<file path="src/hdl/snake_pkg.sv">
package snake_pkg;

    //////////////////////////////////////////////////////////////////////
    // grid and game widths
    //////////////////////////////////////////////////////////////////////

    // one grid coordinate, 32 cells per axis
    typedef logic [4:0] coord_t;

    // level 0 to 3
    typedef logic [1:0] level_t;

    // bites eaten on the current level
    typedef logic [2:0] bite_cnt_t;

    // obstacle index, highest used is 29
    typedef logic [4:0] obs_idx_t;

    // one cell on the grid
    typedef struct packed {
        coord_t x;
        coord_t y;
    } cell_t;

    // everything the checkers need for one move
    typedef struct packed {
        cell_t head;
        cell_t seg3;
        cell_t seg4;
        cell_t food;
    } step_req_t;

    // status word as read back over APB
    typedef struct packed {
        logic      busy;
        logic      die;
        logic      grow;
        logic      rst_size;
        level_t    level;
        bite_cnt_t bites;
        logic      spare;
    } game_status_t;

    // level keeper states
    typedef enum logic [1:0] {
        idle,
        wait_scan,
        commit
    } keeper_state_e;

    //////////////////////////////////////////////////////////////////////
    // APB register map, byte offsets
    //////////////////////////////////////////////////////////////////////

    localparam logic [7:0] REG_HEAD   = 8'h00;
    localparam logic [7:0] REG_BODY   = 8'h04;
    localparam logic [7:0] REG_FOOD   = 8'h08;
    localparam logic [7:0] REG_CTRL   = 8'h0C;
    localparam logic [7:0] REG_STATUS = 8'h10;

    // obstacles added with every level
    localparam int OBS_PER_LEVEL = 10;

endpackage

</file>
<file path="src/hdl/snake_apb_regs.sv">
`timescale 1ns/1ps

module snake_apb_regs
    import snake_pkg::*;
(
    input  logic         clk,
    input  logic         rst,
    input  logic         psel,
    input  logic         penable,
    input  logic         pwrite,
    input  logic [7:0]   paddr,
    input  logic [31:0]  pwdata,
    output logic [31:0]  prdata,
    output logic         pready,
    output logic         pslverr,
    input  game_status_t status,
    output step_req_t    step_req,
    output logic         step_go,
    output logic         restart
);

    // bus layout of one cell: x in 4:0, y in 12:8
    function automatic cell_t unpack_cell(input logic [15:0] half);
        cell_t c;
        c.x = half[4:0];
        c.y = half[12:8];
        return c;
    endfunction

    function automatic logic [15:0] pack_cell(input cell_t c);
        return {3'b000, c.y, 3'b000, c.x};
    endfunction

    logic sel_head;
    logic sel_body;
    logic sel_food;
    logic sel_ctrl;
    logic sel_status;
    logic addr_hit;
    logic access;
    logic step_busy;
    logic wr_ok;

    //////////////////////////////////////////////////////////////////////
    // address decode and error response
    //////////////////////////////////////////////////////////////////////

    always_comb begin
        sel_head   = paddr == REG_HEAD;
        sel_body   = paddr == REG_BODY;
        sel_food   = paddr == REG_FOOD;
        sel_ctrl   = paddr == REG_CTRL;
        sel_status = paddr == REG_STATUS;
        addr_hit   = sel_head | sel_body | sel_food | sel_ctrl | sel_status;
        // access phase only, no wait states
        access     = psel & penable;
        // a step while the keeper is still working is refused
        step_busy  = pwrite & sel_ctrl & pwdata[0] & status.busy;
        pslverr    = access & (~addr_hit | step_busy);
        // refused accesses leave every register alone
        wr_ok      = access & pwrite & ~pslverr;
    end

    assign pready = 1'b1;

    // read mux, coordinates read back in their write layout
    always_comb begin
        prdata = '0;
        if (sel_head) begin
            prdata[15:0] = pack_cell(step_req.head);
        end else if (sel_body) begin
            prdata = {pack_cell(step_req.seg4), pack_cell(step_req.seg3)};
        end else if (sel_food) begin
            prdata[15:0] = pack_cell(step_req.food);
        end else if (sel_status) begin
            prdata[$bits(game_status_t)-1:0] = status;
        end
    end

    //////////////////////////////////////////////////////////////////////
    // coordinate registers
    //////////////////////////////////////////////////////////////////////

    always_ff @(posedge clk) begin
        if (wr_ok && sel_head) begin
            step_req.head <= unpack_cell(pwdata[15:0]);
        end
        // seg3 low half, seg4 high half
        if (wr_ok && sel_body) begin
            step_req.seg3 <= unpack_cell(pwdata[15:0]);
            step_req.seg4 <= unpack_cell(pwdata[31:16]);
        end
        if (wr_ok && sel_food) begin
            step_req.food <= unpack_cell(pwdata[15:0]);
        end
    end

    // control writes become one-cycle pulses
    always_ff @(posedge clk) begin
        if (rst) begin
            step_go <= 1'b0;
            restart <= 1'b0;
        end else begin
            step_go <= wr_ok & sel_ctrl & pwdata[0];
            restart <= wr_ok & sel_ctrl & pwdata[1];
        end
    end

    // the keeper must be idle whenever a step is launched
    a_step_not_busy: assert property (@(posedge clk) disable iff (rst)
        step_go |-> !status.busy)
        else $error("step_go issued while keeper busy");

endmodule

</file>
<file path="src/hdl/food_tracker.sv">
`timescale 1ns/1ps

module food_tracker
    import snake_pkg::*;
(
    input  logic      clk,
    input  logic      rst,
    input  logic      step_go,
    input  step_req_t step_req,
    output logic      eaten
);

    logic on_food;

    //////////////////////////////////////////////////////////////////////
    // head against food
    //////////////////////////////////////////////////////////////////////

    // both axes must agree
    always_comb begin
        on_food = (step_req.head.x == step_req.food.x) &&
                  (step_req.head.y == step_req.food.y);
    end

    // sampled once per step, held for the keeper's commit
    always_ff @(posedge clk) begin
        if (rst) begin
            eaten <= 1'b0;
        end else if (step_go) begin
            eaten <= on_food;
        end
    end

    // result stays put between steps even if the host rewrites registers
    a_eaten_held: assert property (@(posedge clk) disable iff (rst)
        !$past(step_go) && !$past(rst) |-> $stable(eaten))
        else $error("eaten changed outside a step");

endmodule

</file>
<file path="src/hdl/collision_scan.sv">
`timescale 1ns/1ps

module collision_scan
    import snake_pkg::*;
#(
    parameter int GRID_MAX = 31
) (
    input  logic      clk,
    input  logic      rst,
    input  logic      step_go,
    input  step_req_t step_req,
    input  level_t    level,
    output logic      hit,
    output logic      scan_done
);

    // obstacle k at x = 10k+10, y = 5k+10, both mod 32
    localparam coord_t OBS_X_BASE = 5'd10;
    localparam coord_t OBS_Y_BASE = 5'd10;
    localparam coord_t OBS_X_STEP = 5'd10;
    localparam coord_t OBS_Y_STEP = 5'd5;

    logic     active;
    cell_t    head_q;
    coord_t   acc_x;
    coord_t   acc_y;
    obs_idx_t obs_idx;
    obs_idx_t obs_count;
    logic     fence_hit;
    logic     body_hit;
    logic     obs_hit;
    logic     obs_end;

    //////////////////////////////////////////////////////////////////////
    // per-cycle checks
    //////////////////////////////////////////////////////////////////////

    always_comb begin
        // obstacles present on this level
        case (level)
            2'd0:    obs_count = '0;
            2'd1:    obs_count = obs_idx_t'(OBS_PER_LEVEL);
            2'd2:    obs_count = obs_idx_t'(2 * OBS_PER_LEVEL);
            default: obs_count = obs_idx_t'(3 * OBS_PER_LEVEL);
        endcase
        // first cycle, fence on all four sides
        fence_hit = (step_req.head.x == '0) || (step_req.head.x == coord_t'(GRID_MAX)) ||
                    (step_req.head.y == '0) || (step_req.head.y == coord_t'(GRID_MAX));
        // first cycle, the two trailing segments
        body_hit  = fence_hit || (step_req.head == step_req.seg3) ||
                    (step_req.head == step_req.seg4);
        // later cycles, one obstacle each
        obs_hit   = active && (head_q.x == acc_x) && (head_q.y == acc_y);
        obs_end   = obs_idx == obs_count - 1'b1;
    end

    //////////////////////////////////////////////////////////////////////
    // scan control
    //////////////////////////////////////////////////////////////////////

    always_ff @(posedge clk) begin
        if (rst) begin
            active    <= 1'b0;
            hit       <= 1'b0;
            scan_done <= 1'b0;
            obs_idx   <= '0;
        end else begin
            scan_done <= 1'b0;
            if (step_go) begin
                obs_idx <= '0;
                // done at once on a body or fence hit, or with no obstacles
                if (body_hit || obs_count == '0) begin
                    active    <= 1'b0;
                    hit       <= body_hit;
                    scan_done <= 1'b1;
                end else begin
                    active <= 1'b1;
                    hit    <= 1'b0;
                end
            end else if (active) begin
                // stop early on the first obstacle hit
                if (obs_hit || obs_end) begin
                    active    <= 1'b0;
                    hit       <= obs_hit;
                    scan_done <= 1'b1;
                end else begin
                    obs_idx <= obs_idx + 1'b1;
                end
            end
        end
    end

    // head copy and obstacle accumulators, wrap mod 32 by width
    always_ff @(posedge clk) begin
        if (step_go) begin
            head_q <= step_req.head;
            acc_x  <= OBS_X_BASE;
            acc_y  <= OBS_Y_BASE;
        end else if (active) begin
            acc_x <= acc_x + OBS_X_STEP;
            acc_y <= acc_y + OBS_Y_STEP;
        end
    end

    a_done_pulse: assert property (@(posedge clk) disable iff (rst)
        scan_done |=> !scan_done)
        else $error("scan_done longer than one cycle");

    // level 3 has obstacles 0 to 29 only
    a_idx_range: assert property (@(posedge clk) disable iff (rst)
        obs_idx < obs_idx_t'(3 * OBS_PER_LEVEL))
        else $error("obstacle index out of range");

endmodule

</file>
<file path="src/hdl/level_keeper.sv">
`timescale 1ns/1ps

module level_keeper
    import snake_pkg::*;
#(
    parameter int BITES_PER_LEVEL = 5
) (
    input  logic         clk,
    input  logic         rst,
    input  logic         step_go,
    input  logic         restart,
    input  logic         eaten,
    input  logic         hit,
    input  logic         scan_done,
    output level_t       level,
    output game_status_t status
);

    keeper_state_e state;
    bite_cnt_t     bites;
    logic          die;
    logic          grow;
    logic          rst_size;
    logic          last_bite;

    // this bite completes the level
    assign last_bite = bites == bite_cnt_t'(BITES_PER_LEVEL - 1);

    //////////////////////////////////////////////////////////////////////
    // step sequencing and level bookkeeping
    //////////////////////////////////////////////////////////////////////

    always_ff @(posedge clk) begin
        if (rst) begin
            state    <= idle;
            level    <= '0;
            bites    <= '0;
            die      <= 1'b0;
            grow     <= 1'b0;
            rst_size <= 1'b0;
        end else begin
            case (state)
                idle: begin
                    if (restart) begin
                        level <= '0;
                        bites <= '0;
                    end
                    // flags describe the last step only
                    if (restart || step_go) begin
                        die      <= 1'b0;
                        grow     <= 1'b0;
                        rst_size <= 1'b0;
                    end
                    if (step_go) begin
                        state <= wait_scan;
                    end
                end
                wait_scan: begin
                    if (scan_done) begin
                        state <= commit;
                    end
                end
                commit: begin
                    state <= idle;
                    if (hit) begin
                        // death restarts the game at level 0
                        die   <= 1'b1;
                        level <= '0;
                        bites <= '0;
                    end else if (eaten) begin
                        grow <= 1'b1;
                        if (last_bite) begin
                            bites    <= '0;
                            rst_size <= 1'b1;
                            // level 3 is the top, stays there
                            if (level != 2'd3) begin
                                level <= level + 1'b1;
                            end
                        end else begin
                            bites <= bites + 1'b1;
                        end
                    end
                end
                default: state <= idle;
            endcase
        end
    end

    // status word for the register block
    always_comb begin
        status          = '0;
        status.busy     = state != idle;
        status.die      = die;
        status.grow     = grow;
        status.rst_size = rst_size;
        status.level    = level;
        status.bites    = bites;
    end

    // the scanner only reports for a step this keeper launched
    a_done_in_wait: assert property (@(posedge clk) disable iff (rst)
        scan_done |-> state == wait_scan)
        else $error("scan_done outside wait_scan");

endmodule

</file>
<file path="src/hdl/snake_game_top.sv">
`timescale 1ns/1ps

module snake_game_top
    import snake_pkg::*;
#(
    parameter int GRID_MAX        = 31,
    parameter int BITES_PER_LEVEL = 5
) (
    input  logic        clk,
    input  logic        rst,
    input  logic        psel,
    input  logic        penable,
    input  logic        pwrite,
    input  logic [7:0]  paddr,
    input  logic [31:0] pwdata,
    output logic [31:0] prdata,
    output logic        pready,
    output logic        pslverr
);

    //////////////////////////////////////////////////////////////////////
    // internal nets
    //////////////////////////////////////////////////////////////////////

    step_req_t    step_req;
    game_status_t status;
    level_t       level;
    logic         step_go;
    logic         restart;
    logic         eaten;
    logic         hit;
    logic         scan_done;

    // host side, registers and command pulses
    snake_apb_regs u_regs (
        .clk      (clk),
        .rst      (rst),
        .psel     (psel),
        .penable  (penable),
        .pwrite   (pwrite),
        .paddr    (paddr),
        .pwdata   (pwdata),
        .prdata   (prdata),
        .pready   (pready),
        .pslverr  (pslverr),
        .status   (status),
        .step_req (step_req),
        .step_go  (step_go),
        .restart  (restart)
    );

    // food and collision judged side by side
    food_tracker u_food (
        .clk      (clk),
        .rst      (rst),
        .step_go  (step_go),
        .step_req (step_req),
        .eaten    (eaten)
    );

    collision_scan #(
        .GRID_MAX (GRID_MAX)
    ) u_scan (
        .clk       (clk),
        .rst       (rst),
        .step_go   (step_go),
        .step_req  (step_req),
        .level     (level),
        .hit       (hit),
        .scan_done (scan_done)
    );

    // combines both results once the scan ends
    level_keeper #(
        .BITES_PER_LEVEL (BITES_PER_LEVEL)
    ) u_keeper (
        .clk       (clk),
        .rst       (rst),
        .step_go   (step_go),
        .restart   (restart),
        .eaten     (eaten),
        .hit       (hit),
        .scan_done (scan_done),
        .level     (level),
        .status    (status)
    );

endmodule

</file>
<file path="config.mk">
export PLATFORM = sky130hd
export DESIGN_NAME = snake_game_top
export DESIGN_NICKNAME = d
export VERILOG_FILES = /design/src/hdl/snake_pkg.sv /design/src/hdl/snake_apb_regs.sv /design/src/hdl/food_tracker.sv /design/src/hdl/collision_scan.sv /design/src/hdl/level_keeper.sv /design/src/hdl/snake_game_top.sv
export SDC_FILE = /design/constraint.sdc
export NUM_CORES = 1
export LEC_CHECK = 0
export BUFFER_PORTS_ARGS = -buffer_cell sky130_fd_sc_hd__buf_2
export CAP_MARGIN = 10
export CORE_ASPECT_RATIO = 1.25
export CORE_UTILIZATION = 45
export CTS_CLUSTER_DIAMETER = 100
export CTS_CLUSTER_SIZE = 40
export DETAILED_ROUTE_END_ITERATION = 7
export GPL_ROUTABILITY_DRIVEN = 0
export PLACE_DENSITY = 0.7
export SLEW_MARGIN = 15
export SYNTH_ARGS = -nofsm -noshare
export SYNTH_HDL_FRONTEND = slang
export SYNTH_SLANG_ARGS = --single-unit
</file>
<file path="constraint.sdc">
create_clock -name clk -period 3.7 [get_ports clk]
set_clock_uncertainty 0.1 [all_clocks]
set_input_delay 0.185 -clock clk [delete_from_list [all_inputs] [get_ports clk]]
set_output_delay 0.185 -clock clk [all_outputs]
set_load 0.02 [all_outputs]
</file>
==> flow_summary.ini, run 1 <==
[synth]
synthArstFlopShare_pct = 0
synth-edff-count = 50
ys.flop_type = edfxtp_1
netlist_instances = 365
yosys_warnings = 0
synth_area_sq_um = 3980
postSynthAreaPerCell_sq_um = 10.9
ys_seq_elements = 80
yosysUniqueCellTypes = 47
seq_area_frac_synth_pct = 52.8

[die]
fp.dieArea_sq_um = 9230
rows = 38
die_y_um = 107
initial_core_util_pct = 46.0
core_region_area_sq_um = 8650
die_w_um = 86.1
ios = 79

[global_route]
grt_max_degree = 23
grt.total_usage_pct = 19.8
grt_pass1_vias = 2856
antenna_found_initial = 0
grt_pass1_wl_um = 13700
grt-ovfl-total = 0

[sta]
slew_headroom_pct = 62.4
whs_ps = 115
setup_viol = 0
period_minus_slack_ps = 2330
maxSlewViolCount = 0
worst_slack_ps = 1370
max_freq_ghz = 0.429
hold_viol_final = 0
fin_crit_sh_pct = 63.0
tns_ps = 0
tightest_slew_ps = 560
rsz0062_at_grt = false

[worst_setup_path]
crit_chain = inv_1 > ha_1 > xor2_1 > nand3_1 > o21ai_1 > or4_1 > a21oi_1
endpoint_kind = flop
critPathArrivalTime_ps = 2510
reg2reg_depth = 7
path_max_fanout = 10
cp_num_buf_inv = 1
slowest_delay_ps = 530
cp.depth = 7
cp_data_required_time_ps = 3880
crit_type = reg2reg
startpoint_type = flop
cpMaxStageDelayCell = or4_1
crit_family = simple AND/OR/NAND/NOR gates

[hold_path]
hold_class = in2reg
hold-path-cell-count = 2

[routing]
ant_nets = 0
drc = 0
viasPerCell = 5.24
via_count = 2941
wire_per_inst_um = 15.4
totalWireLength_um = 8640
drtIter0Drc = 113
first_pass_iters = 4

[cts]
cts.sinks = 80
path_clk_slew_ps = 80
h-tree-depth = 3
cts-root-buf = clkbuf_8
numCtsBuffers = 9
clockBufferDepth = 2
clk_latency_ps = 340
cts_tree = yes

[final_layout]
instances_no_fill = 561
antenna-diode-count = 0
area_growth_pct = 18.9
fin_nets = 490
layout.cells.most_common_list = 56 x buf_2, 50 x edfxtp_1, 38 x nor2_1, 37 x xnor2_1, 30 x dfxtp_1
drive_gt1_share_pct = 20.4
mostFrequentLayoutCell = buf_2

[placed_design]
place_inst = 525
io_buffer_count = 56
place_hpwl_um = 6160
post-place-ws_ps = 1160

[run_status]
status = completed

[pwr]
ir_worst_vdd_mv = 0.238
leakage_nw = 1.78
fin_total_pwr_w = 0.00163
power.density_nw_per_um2 = 344

[job]
cap_violations = 0
repair_timing:
action	in CTS	in global routing
resized for setup	0	0
setup buffers	0	0
hold buffers	20	0
hold endpoints to repair	41	0
worst reg2reg max path, cell delays in order (launching register included):
cell,delay [ps]
dfxtp_1,490
inv_1,140
ha_1,350
xor2_1,150
nand3_1,130
o21ai_1,220
or4_1,530
a21oi_1,150
Yosys cell counts (all sizes together) (5+ instances only):
master  count  area share (%)
mux2i      14             3.5
edfxtp     50              38
inv         9            0.85
and2       15             2.4
nand3       7            0.88
or4         6             1.2
or3         5            0.79
o21ai      11             1.4
nor2       38             3.6
dfxtp      30              15
xor2       11             2.4
a221o       6             1.5
nand2       7            0.66
a21oi      19             2.4
clkbuf     18             1.7
nand4       9             1.4
ha          9             2.8
nor3       10             1.3
xnor2      37             8.1
buf        13             2.2
per-stage QoR:
step | utilization (%) | instance area, sq um
after floorplan | - | 4010
after global placement | 50.3 | 4350
after detailed placement | 50.3 | 4350
after CTS | 54.7 | 4740
after global routing | 54.7 | 4740
final | 54.7 | 4740
metal layers:
metal  routed length [um]  vias up  GRT usage (%)
met1                 3530     1412           22.4
met3                  330       21           3.85
met4                  303        0           8.93
met2                 4480       85           35.6
met5                    0        -              0
li1                     -     1423              -
cell type report:
class                           count  area, sq um
Clock buffer                        9          124
Fill cell                         791         3920
Clock inverter                      7         62.6
Inverter                            9         33.8
Sequential cell                    80         2100
Timing Repair Buffer               83          533
Multi-Input combinational cell    253         1730
Tap cell                          120          150
flip-flops by register name, indices dropped and copies added (netlist names), 2 cells and up:
name / flops
u_regs.step_req: 40
u_scan.head_q: 10
u_scan.acc_y: 5
u_scan.obs_idx: 5
u_scan.acc_x: 4
u_keeper.bites: 3
u_keeper.level: 2
u_keeper.state: 2
power by group:
group | total (W) | switching, W | internal (W)
sequential | 0.000942 | 0.0000000211 | 0.000942
combinational | 0.0000735 | 0.0000395 | 0.0000339
clock | 0.000616 | 0.000311 | 0.000305
kinds of logic after synthesis:
kind of cell / count (synthesis) / synth area share [%]
simple gates: 117 / 16.2
flops: 80 / 52.8
compound gates: 55 / 9.14
xor+xnor: 48 / 10.6
buf+inv: 40 / 4.78
mux: 14 / 3.52
fa+ha+maj: 9 / 2.83
other cells: 2 / 0.189
worst paths after layout:
check	startpoint	end	slack, ps
worst max-delay path	u_keeper.level[0]	u_scan.obs_idx[3]	1370
worst min-delay path	rst	u_keeper.level[1]	110
worst max register to register	u_keeper.level[0]	u_scan.obs_idx[3]	1370
worst min register to register	u_keeper.grow	u_keeper.grow	360
(Power assumes the default switching activity.)
==> run 2: changes to the inputs <==
--- a/config.mk
+++ b/config.mk
@@ -13,7 +13,7 @@
 export CTS_CLUSTER_SIZE = 40
 export DETAILED_ROUTE_END_ITERATION = 7
 export GPL_ROUTABILITY_DRIVEN = 0
-export PLACE_DENSITY = 0.7
+export PLACE_DENSITY = 0.67
 export SLEW_MARGIN = 15
 export SYNTH_ARGS = -nofsm -noshare
 export SYNTH_HDL_FRONTEND = slang
==> constraint.sdc (replaced) <==
create_clock -name clk -period 2.2 [get_ports clk]
set_clock_uncertainty 0.1 [all_clocks]
set_input_delay 0.11 -clock clk [delete_from_list [all_inputs] [get_ports clk]]
set_output_delay 0.11 -clock clk [all_outputs]
set_load 0.02 [all_outputs]
==> run 2 against run 1 <==
Compared with the run above:
- clock power up 61%
- sequential share of layout area down 1.3 points
- die area unchanged
- critical path depth unchanged
- sequential cell count unchanged
- via count up 0.95%
- hold slack worse by 86 ps
- non-clock buffer count up 13
- sequential power up 68%
- final cell count up 2.3%
==> flow_summary.ini, run 2 (synthesis gave the netlist of run 1 again) <==
[die]
fp.dieArea_sq_um = 9230
rows = 38
ios = 79
die_y_um = 107
initial_core_util_pct = 46.0
die_w_um = 86.1
core_region_area_sq_um = 8650

[sta]
hold_viol_final = 0
worst_slack_ps = 132
maxSlewViolCount = 0
setup_viol = 0
period_minus_slack_ps = 2070
max_freq_ghz = 0.483
rsz0062_at_grt = false
tns_ps = 0
fin_crit_sh_pct = 94.0

[global_route]
antenna_found_initial = 0
met3_usage_pct = 4.23
grtUsageMet1_pct = 24.4
grt_pass1_vias = 2834
grt_max_degree = 26
grt.total_usage_pct = 20.4
grt_use_met2_pct = 36.1
busiest_layer = met2
grt-ovfl-total = 0
grt_pass1_wl_um = 14000

[worst_setup_path]
cp_data_required_time_ps = 2160
crit_type = in2reg
reg2reg_to = u_regs.step_req[20]
r2r-start = u_keeper.state[0]
startpoint_type = input pin
critPathArrivalTime_ps = 2030
endpoint_kind = flop
reg2reg_depth = 5
reg2reg_slack_ps = 170
path_max_fanout = 20

[routing]
ant_nets = 0
viasPerCell = 5.17
drc = 0
drtIter0Drc = 122
first_pass_iters = 4
via_count = 2969
totalWireLength_um = 8950
wire_per_inst_um = 15.6

[hold_path]
hold_path_end = u_keeper.level[1]
min-delay-start = rst
hold-path-cell-count = 2
hold_class = in2reg

[final_layout]
fillers = 793
top_regs = u_regs.step_req x40, u_scan.head_q x10
fin_area_sq_um = 4880
largest_reg_flops = 40
antenna-diode-count = 0
area_growth_pct = 22.5
fin_nets = 503
largest_register = u_regs.step_req
final_core_util_pct = 56.4
instances_no_fill = 574
mostFrequentLayoutCell = buf_2
drive_gt1_share_pct = 23.6
layout.cells.most_common_list = 56 x buf_2, 50 x edfxtp_1, 38 x nor2_1, 37 x xnor2_1, 30 x dfxtp_1

[pwr]
ir_worst_vdd_mv = 0.476
leakage_nw = 1.87
power.density_nw_per_um2 = 555

[placed_design]
place_inst = 538
place_hpwl_um = 6550
placed_cell_area_sq_um = 4480
post-place-ws_ps = -204
io_buffer_count = 56

[run_status]
status = completed

[cts]
path_clk_slew_ps = 80
cts-root-buf = clkbuf_8
cts.sinks = 80
clk_latency_ps = 360
clockBufferDepth = 2
cts_setup_buffers = 0
h-tree-depth = 3
numCtsBuffers = 9
cts_tree = yes

[job]
cap_violations = 0
run 2: cell count changes in the layout (fill, tap and decap cells not counted), sizes merged:
| cell | previous run | this run |
|---|---|---|
| inv | 9 | 12 |
| bufinv | 1 | 0 |
| buf | 63 | 76 |
| clkinvlp | 2 | 0 |
run 2: worst max-delay path, stage by stage:
cell	delay (ps)
dlygate4sd3_1	530
buf_2	170
o2111ai_1	90
a21oi_1	110
or4b_4	590
nor3_4	230
buf_12	190
run 2: worst max-delay path by stage:
stage / to / depth (start not counted) / startpoint
final: u_regs.step_req[20] / 7 / pwdata[0]
after floorplan: u_regs.step_req[10] / 4 / paddr[0]
after global placement: u_regs.step_req[36] / 6 / paddr[0]
after detailed placement: u_regs.step_req[37] / 6 / paddr[0]
after CTS: u_scan.active / 8 / u_keeper.level[1]
after global routing: u_scan.obs_idx[1] / 8 / u_keeper.level[1]
run 2: routing by layer:
layer / up-vias / wire (um) / share of wire (%)
li1: 1450 / - / -
met1: 1428 / 3710 / 41
met2: 78 / 4740 / 53
met3: 13 / 356 / 4.0
met4: 0 / 148 / 1.7
met5: - / 0 / 0
run 2: what timing repair did:
item                                   in CTS  in global routing
gates resized for setup                     0                  4
endpoints found under the hold margin      42                  0
setup endpoints to repair                   0                 19
hold buffers                               20                  0
run 2: through the flow:
stage	power, W	hold slack [ps]
6_report	0.00271	28.9
3_5_place_dp	0.00172	189
3_3_place_gp	0.00172	186
2_1_floorplan	0.00169	109
5_1_grt	0.00279	38.1
4_1_cts	0.00273	24.9
run 2: area by class of cell:
| cell class | count | area [sq um] | share of cell area [%] |
|---|---|---|---|
| timing repair buffer | 96 | 647 | 13.3 |
| clock buffer | 9 | 124 | 2.54 |
| tap | 120 | 150 | 3.08 |
| sequential | 80 | 2100 | 43.1 |
| inverter | 9 | 33.8 | 0.693 |
| clock inverter | 7 | 52.6 | 1.08 |
| multi-input combinational | 253 | 1770 | 36.2 |
run 2: power breakdown:
part	internal [W]	switching [W]
sequential	0.00158	0.0000000337
clock	0.000420	0.000570
combinational	0.0000609	0.0000711
